--- src/design/tdp_ram_pkg.sv ---
package tdp_ram_pkg;

    // **************************************************
    // memory geometry.
    // **************************************************

    // bits per stored word.
    localparam int ram_width = 32;

    // number of words in the array.
    localparam int ram_depth = 32;

    // enough address bits to reach every word.
    localparam int addr_width = $clog2(ram_depth);

    // **************************************************
    // shared types.
    // **************************************************

    // one data word, as written, stored and read back.
    typedef logic [ram_width-1:0] word_t;

    // word address, the same on both ports.
    typedef logic [addr_width-1:0] addr_t;

endpackage

--- src/design/tdp_ram_array.sv ---
`timescale 1ns/1ps

module tdp_ram_array (
    input  logic                clk,

    // port a request.
    input  logic                we_a,
    input  tdp_ram_pkg::addr_t  addr_a,
    input  tdp_ram_pkg::word_t  din_a,

    // port b request.
    input  logic                we_b,
    input  tdp_ram_pkg::addr_t  addr_b,
    input  tdp_ram_pkg::word_t  din_b,

    // registered read data, one per port.
    output tdp_ram_pkg::word_t  ram_dout_a,
    output tdp_ram_pkg::word_t  ram_dout_b
);

    import tdp_ram_pkg::*;

    // **************************************************
    // storage.
    // **************************************************

    word_t mem [ram_depth];

    // **************************************************
    // write path.
    // **************************************************

    // port b is applied before port a in the same block, so on a
    // same-address conflict the later update from port a is the one kept.
    always_ff @(posedge clk) begin
        if (we_b) begin
            mem[addr_b] <= din_b;
        end
        if (we_a) begin
            mem[addr_a] <= din_a;
        end
    end

    // **************************************************
    // read path.
    // **************************************************

    // read-first on both ports.
    // the sample is taken before this edge's writes land in the array.
    always_ff @(posedge clk) begin
        ram_dout_a <= mem[addr_a];
    end

    always_ff @(posedge clk) begin
        ram_dout_b <= mem[addr_b];
    end

endmodule

--- src/design/collision_bypass.sv ---
`timescale 1ns/1ps

module collision_bypass (
    input  logic                clk,
    input  logic                rst,

    // port a request, same cycle as the array sees it.
    input  logic                we_a,
    input  tdp_ram_pkg::addr_t  addr_a,
    input  tdp_ram_pkg::word_t  din_a,

    // port b request.
    input  logic                we_b,
    input  tdp_ram_pkg::addr_t  addr_b,
    input  tdp_ram_pkg::word_t  din_b,

    // read-first words from the array, one cycle after the request.
    input  tdp_ram_pkg::word_t  ram_dout_a,
    input  tdp_ram_pkg::word_t  ram_dout_b,

    // resolved read data.
    output tdp_ram_pkg::word_t  dout_a,
    output tdp_ram_pkg::word_t  dout_b
);

    import tdp_ram_pkg::*;

    // **************************************************
    // request history.
    // **************************************************

    logic  we_a_q;
    addr_t addr_a_q;
    word_t din_a_q;

    logic  we_b_q;
    addr_t addr_b_q;
    word_t din_b_q;

    // one-cycle copy of each port's request, lined up with the array output.
    always_ff @(posedge clk or posedge rst) begin
        if (rst) begin
            we_a_q   <= 1'b0;
            addr_a_q <= '0;
            din_a_q  <= '0;
            we_b_q   <= 1'b0;
            addr_b_q <= '0;
            din_b_q  <= '0;
        end else begin
            we_a_q   <= we_a;
            addr_a_q <= addr_a;
            din_a_q  <= din_a;
            we_b_q   <= we_b;
            addr_b_q <= addr_b;
            din_b_q  <= din_b;
        end
    end

    // **************************************************
    // collision decode.
    // **************************************************

    logic addr_match;
    logic fwd_a_both;
    logic fwd_b_both;
    logic own_a;
    logic own_b;

    assign addr_match = (addr_a_q == addr_b_q);

    // a single writer on a shared address feeds both ports.
    assign fwd_a_both = addr_match && we_a_q && !we_b_q;
    assign fwd_b_both = addr_match && !we_a_q && we_b_q;

    // separate addresses, a writer sees its own data.
    assign own_a = !addr_match && we_a_q;
    assign own_b = !addr_match && we_b_q;

    // **************************************************
    // output select.
    // **************************************************

    // two writers on one address fall through to the array,
    // which still shows the old contents.
    always_comb begin
        if (fwd_a_both || own_a) begin
            dout_a = din_a_q;
        end else if (fwd_b_both) begin
            dout_a = din_b_q;
        end else begin
            dout_a = ram_dout_a;
        end
    end

    always_comb begin
        if (fwd_b_both || own_b) begin
            dout_b = din_b_q;
        end else if (fwd_a_both) begin
            dout_b = din_a_q;
        end else begin
            dout_b = ram_dout_b;
        end
    end

endmodule

--- src/design/tdp_ram.sv ---
`timescale 1ns/1ps

module tdp_ram (
    input  logic                clk,
    input  logic                rst,

    // port a.
    input  logic                we_a,
    input  tdp_ram_pkg::addr_t  addr_a,
    input  tdp_ram_pkg::word_t  din_a,
    output tdp_ram_pkg::word_t  dout_a,

    // port b.
    input  logic                we_b,
    input  tdp_ram_pkg::addr_t  addr_b,
    input  tdp_ram_pkg::word_t  din_b,
    output tdp_ram_pkg::word_t  dout_b
);

    import tdp_ram_pkg::*;

    // raw read-first words, before collision handling.
    word_t ram_dout_a;
    word_t ram_dout_b;

    // **************************************************
    // storage array.
    // **************************************************

    tdp_ram_array u_array (
        .clk        (clk),
        .we_a       (we_a),
        .addr_a     (addr_a),
        .din_a      (din_a),
        .we_b       (we_b),
        .addr_b     (addr_b),
        .din_b      (din_b),
        .ram_dout_a (ram_dout_a),
        .ram_dout_b (ram_dout_b)
    );

    // **************************************************
    // collision bypass.
    // **************************************************

    // sees the same requests as the array and fixes up what each port shows.
    collision_bypass u_bypass (
        .clk        (clk),
        .rst        (rst),
        .we_a       (we_a),
        .addr_a     (addr_a),
        .din_a      (din_a),
        .we_b       (we_b),
        .addr_b     (addr_b),
        .din_b      (din_b),
        .ram_dout_a (ram_dout_a),
        .ram_dout_b (ram_dout_b),
        .dout_a     (dout_a),
        .dout_b     (dout_b)
    );

endmodule

--- config.mk ---
export PLATFORM = sky130hd
export DESIGN_NAME = tdp_ram
export DESIGN_NICKNAME = d
export VERILOG_FILES = /design/src/design/tdp_ram_pkg.sv /design/src/design/tdp_ram_array.sv /design/src/design/collision_bypass.sv /design/src/design/tdp_ram.sv
export SDC_FILE = /design/constraint.sdc
export NUM_CORES = 2
export LEC_CHECK = 0
export ABC_CLOCK_PERIOD_IN_PS = 2850
export BUFFER_PORTS_ARGS = -buffer_cell sky130_fd_sc_hd__buf_2
export CORE_MARGIN = 1
export CORE_UTILIZATION = 64
export CTS_BUF_LIST = sky130_fd_sc_hd__clkbuf_4 sky130_fd_sc_hd__clkbuf_8 sky130_fd_sc_hd__clkbuf_16
export CTS_CLUSTER_DIAMETER = 50
export CTS_CLUSTER_SIZE = 28
export DETAILED_ROUTE_END_ITERATION = 8
export PLACE_DENSITY_LB_ADDON = 0.15
export SYNTH_ARGS = -nofsm -noshare
export SYNTH_HDL_FRONTEND = slang
export SYNTH_SLANG_ARGS = --single-unit
--- constraint.sdc ---
create_clock -name clk -period 2.85 [get_ports clk]
set_clock_uncertainty 0.2 [all_clocks]
set_input_delay 0.57 -clock clk [delete_from_list [all_inputs] [get_ports clk]]
set_output_delay 0.57 -clock clk [all_outputs]
set_load 0.02 [all_outputs]
# Word-level counts from Yosys, hierarchy flattened
# Memory sizes are Yosys's and may differ from the RTL's. A register that Yosys moved wholly into a read port is not among the register bits.
# Cells that the tools add are included.
dict set report totals {
  ff_bits 76
  ramBits 1024
  input_bits 78
  output_inout_bits 64
  word_cells 27
  n_memories 1
}
# memory words width rd rd_ports_with_merged_regs write_ports line
set memory_table {}
lappend memory_table {u_array.mem 32 32 2 2 2 tdp_ram_array.sv:27} ;# word_t mem [ram_depth];
dict set report op_classes {
  eq_ne 1
  n_mux 8
  n_reduce_logical 11
}
# operator n
set op_table {}
lappend op_table {{32-bit two-way mux} 4}
lappend op_table {{1-bit logical AND} 6}
lappend op_table {{5-bit == test} 1}
lappend op_table {{1-bit two-way mux} 4}
lappend op_table {{1-bit zero test} 3}
lappend op_table {{1-bit logical OR} 2}

# Depth between registers and ports, before layout
dict set report logic_depth {
  ltp_word 5
  ltp_mapped 7
  depth_no_buf 4
}

# By module
# From an unflattened synthesis, not the netlist that was laid out.
dict set report hier_totals {
  hier_cells 5051
  area_unflattened_um2 66425.0
}
# mod n_inst cells_per_inst area_per_inst_um2 seq_area_each_um2
set modules_own_cells {}
lappend modules_own_cells {tdp_ram_array 1 4511 61642.9 32030.7}
lappend modules_own_cells {collision_bypass 1 540 4782.1 1901.8}

# Worst setup path before layout
# Ideal clock, no wire load.
dict set report synth_timing {
  path_kind {input port to flip-flop}
  start {input addr_b[0]}
  end {memory u_array.mem[0][0] (netlist bit) (enable)}
  setup_time_ps 466
  arrival_ps 3937
  required_time_ps 2184
  setup_slack_ps -1753
  path_stages 6
  path_buffers 4
  path_cell_list {buf_2 > buf_2 > buf_4 > or3b_2 > clkbuf_1 > o21ai_0}
}
# element line
set synth_lines {}
lappend synth_lines {{from (decl)} tdp_ram.sv:15} ;# input tdp_ram_pkg::addr_t addr_b,
lappend synth_lines {{to (decl)} tdp_ram_array.sv:27}

# Final worst setup path
dict set report layout_timing {
  start {register u_bypass.addr_b_q[3]}
  end {output dout_a[24]}
}
dict set report layout_between {
  elab_chain_cells 5
  elab_cells_between_ends 10
  cone_classes {eq/ne (1); mux (2); reduce/logical (7)}
}
# element line
set layout_rtl {}
lappend layout_rtl {{from (decl)} collision_bypass.sv:37} ;# addr_t addr_b_q;
lappend layout_rtl {{from (signal assigned)} collision_bypass.sv:54} ;# addr_b_q <= addr_b;
lappend layout_rtl {{5-bit == test (*)} collision_bypass.sv:69} ;# assign addr_match = (addr_a_q == addr_b_q);
lappend layout_rtl {{1-bit logical AND, or another cell as far along} collision_bypass.sv:73} ;# assign fwd_b_both = addr_match && !we_a_q && we_b_q;
lappend layout_rtl {{1-bit logical AND (on tied branches)} {collision_bypass.sv:73, collision_bypass.sv:72, collision_bypass.sv:76}}
lappend layout_rtl {{32-bit two-way mux / 1-bit logical OR (equally long branches)} {collision_bypass.sv:88, collision_bypass.sv:86}}
lappend layout_rtl {{32-bit two-way mux (*)} collision_bypass.sv:86} ;# if (fwd_a_both || own_a) begin
lappend layout_rtl {{to (decl)} tdp_ram.sv:11} ;# output tdp_ram_pkg::word_t dout_a,
# Mark *: on every way between the ends. The rest lies on a longest branch, timed or not.

==> impl_metrics.env <==
export IMPL_slowest_delay_ps=370
export IMPL_n_fill_cell=5783
export IMPL_pwr_share_clk=0.425
export IMPL_sequentialPowerShare=0.449
export IMPL_cts_sinks=1164
export IMPL_p_int_mw=32.5
export IMPL_antenna_found_initial=13
export IMPL_synth_adder_area_share=0
export IMPL_outcome="finished, violations left"
export IMPL_drt_total_wl_mm=239
export IMPL_dp_hpwl_mm=145
export IMPL_die_h_um=321
export IMPL_synth_top_cell_area_share=0.473
export IMPL_postSynthAreaPerCell_um2=16.0
export IMPL_worst_pin_slew_ps=729
export IMPL_rows=116
export IMPL_clockBufferDepth=3
export IMPL_synth_compound_area_frac=0.0411
export IMPL_grt_overflow_total=0
export IMPL_cts_tree="yes"
export IMPL_first_global_vias=45199
export IMPL_synth_area_leaders="edfxtp_1 47%, mux4_2 18%, mux2_2 17%"
export IMPL_yosysSeqAreaShare=0.522
export IMPL_synth_warnings=0
export IMPL_end_kind="primary output"
export IMPL_cp_required_ps=2080
export IMPL_synth_simple_area_share=0.0442
export IMPL_wire_per_inst_um=42.4
export IMPL_pre_cts_ws_ps=30.7
export IMPL_r2r_slack_ps=760
export IMPL_leakagePower_nw=25.2
export IMPL_stdcell_count=5642
export IMPL_finalCriticalPeriod_ps=3360
export IMPL_grt_pass1_wl_mm=335
export IMPL_whs_ps=29.9
export IMPL_io_buffers=141
export IMPL_final_hold_viol_count=0
export IMPL_synth_flop_cell="edfxtp_1"
export IMPL_rsz0062_at_grt="yes"
export IMPL_htree_levels=4
export IMPL_drv_cap=0
export IMPL_setup_viol=64
export IMPL_power_frac_comb=0.126
export IMPL_slew_headroom=0.514
export IMPL_max_freq_mhz=297
export IMPL_yosys_area_top_type="edfxtp_1"
export IMPL_dpl_cell_count=5353
export IMPL_netlist_instances=4069
export IMPL_dr_total_vias=46036
export IMPL_syn_num_nets=4147
export IMPL_yosys_area_share_xor_xnor=0.000673
export IMPL_switching_share=0.254
export IMPL_dieArea_um2=103000
export IMPL_critPathLaunchType="flop"
export IMPL_grt_max_degree=129
export IMPL_p_sw_mw=11.0
export IMPL_slowest_stage="dfrtp_1"
export IMPL_ant_nets=0
export IMPL_fin_nets=4246
export IMPL_yosysUniqueCellTypes=42
export IMPL_gp_congestion=0.945
export IMPL_ios=142
export IMPL_clkLatencyLatePin_ps=770
export IMPL_multi_input_area_um2=29500
export IMPL_async_reset_ff_frac=0.0653
export IMPL_muxShareOfSynthArea=0.355
export IMPL_drive_gt1_frac=0.545
export IMPL_die_w_um=321
export IMPL_crit_fanout=7
export IMPL_peakVddDrop_v=0.000557
export IMPL_core_um2=100000
export IMPL_drc=0
export IMPL_synth_top_family_by_area="multiplexers"
export IMPL_synth_edff_count=1024
export IMPL_path_clk_slew_ps=60
export IMPL_ys_ff_latch=1164
export IMPL_grt_total_usage=0.468
export IMPL_final_period_utilization=1.18
export IMPL_drtIter0Drc=7672
export IMPL_worstPathCellList="xor2_1 > nor3_2 > buf_4 > buf_12 > buf_12 > clkbuf_16 > nand4b_1 > nand3_1 > buf_4"
export IMPL_p_per_area_nw_per_um2=571
export IMPL_dr_pass1_iters=7
export IMPL_crit_arrival_ps=2590
export IMPL_fin_ws_ps=-513
export IMPL_synth_area_um2=65000
export IMPL_path_delay_family="buffers and inverters"
export IMPL_slew_viol_final=0
export IMPL_fin_area_um2=76100
export IMPL_regArea_um2=33900
export IMPL_path_buf_inv=5
export IMPL_synthTopCellsByCount="1024 x edfxtp_1, 971 x mux2_2, 512 x mux4_2"
export IMPL_hp_class="in -> reg"
export IMPL_numCtsBuffers=133
export IMPL_initial_core_util=0.647
export IMPL_worstSetupPathType="reg -> out"
export IMPL_violations="negative setup slack"
export IMPL_area_delta_synth_final_pct=17.0
export IMPL_fin_setup_tns_ps=-22340
export IMPL_placed_area_um2=70300
export IMPL_synth_most_common_cell="edfxtp_1"
export IMPL_routed_via_density=8.16
export IMPL_root_buffer="clkbuf_16"
-- power groups by stage --
stage                     Combinational (mW)  Sequential [mW]  Clock [mW]
after floorplan                         3.26             19.6           0
final                                   5.50             19.5        18.5
after global routing                    5.64             19.5        19.1
after detailed placement                5.03             19.8           0
after CTS                               5.18             19.5        18.5
after global placement                  4.90             19.8           0
-- path summary, 6_finish.rpt --
kind | startpoint | to | cells after the start
min in group asynchronous | rst | u_bypass.din_a_q[10] | 3
worst max-delay path | u_bypass.addr_b_q[3] | dout_a[24] | 9
worst min-delay path | din_b[11] | u_bypass.din_b_q[11] | 1
max in group asynchronous | rst | u_bypass.din_b_q[22] | 4
worst min register to register | u_array.mem[10][3] | u_array.ram_dout_b[3] | 3
worst max register to register | u_array.mem[5][6] | u_array.ram_dout_b[6] | 3
-- per-layer routing --
layer / track usage / vias to the layer above / routed length (um)
li1: - / 16965 / -
met1: 0.603 / 23206 / 77100
met2: 0.668 / 4734 / 104000
met3: 0.166 / 1121 / 38900
met4: 0.319 / 10 / 19400
met5: 0.00757 / - / 147
-- flip-flops by register name (all words and copies together), names as in the netlist --
name and count:
u_bypass.din_b_q 32, u_bypass.we_b_q 1, u_array.mem 1024, u_bypass.din_a_q 32, u_bypass.addr_a_q 5, u_array.ram_dout_b 32
u_bypass.addr_b_q 5, u_array.ram_dout_a 32, u_bypass.we_a_q 1
-- area by class of cell --
class | count | area share
Sequential cell | 1164 | 0.446
Multi-Input combinational cell | 2358 | 0.387
Timing Repair Buffer | 510 | 0.0818
Clock buffer | 161 | 0.0487
Tap cell | 1357 | 0.0223
Clock inverter | 84 | 0.0138
Antenna cell | 7 | 0.000230
Inverter | 1 | 0.0000822
-- kinds of logic (layout without fill, tap and decap cells) --
family                    count (synthesis)  in the layout
muxes                                  1536           1536
DFF                                    1164           1164
buffers and inverters                   547            756
and+or+nand+nor                         465            465
AOI/OAI and AO/OA                       352            352
xor gates and xnor gates                  5              5
other                                     0              7
-- what timing repair did --
item / in CTS / in global routing
hold buffers: 21 / 0
resized for setup: 34 / 104
endpoints found under the setup margin: 64 / 64
gates cloned: 2 / 4
setup buffers: 7 / 4
pin swaps: 6 / 7
endpoints found under the hold margin: 51 / 0
-- placed cells by master (no fill, tap or decap), types with 70 or more instances in the layout --
| master | Yosys | routed |
|---|---|---|
| mux2_2 | 971 | 971 |
| buf_4 | 49 | 169 |
| dfrtp_1 | 76 | 74 |
| nand2_1 | 70 | 70 |
| edfxtp_1 | 1024 | 1024 |
| mux4_2 | 512 | 512 |
| buf_12 | 0 | 176 |
| clkbuf_16 | 0 | 144 |
| a22oi_1 | 258 | 257 |
| nand4_1 | 128 | 128 |
| buf_2 | 130 | 89 |
-- stage by stage --
step                utilization  power, mW
floorplan                     -       22.9
global placement          0.700       24.7
detailed placement        0.700       24.9
CTS                       0.752       43.1
global route              0.758       44.3
finish                    0.758       43.5
Power figures use the tool's default switching activity.
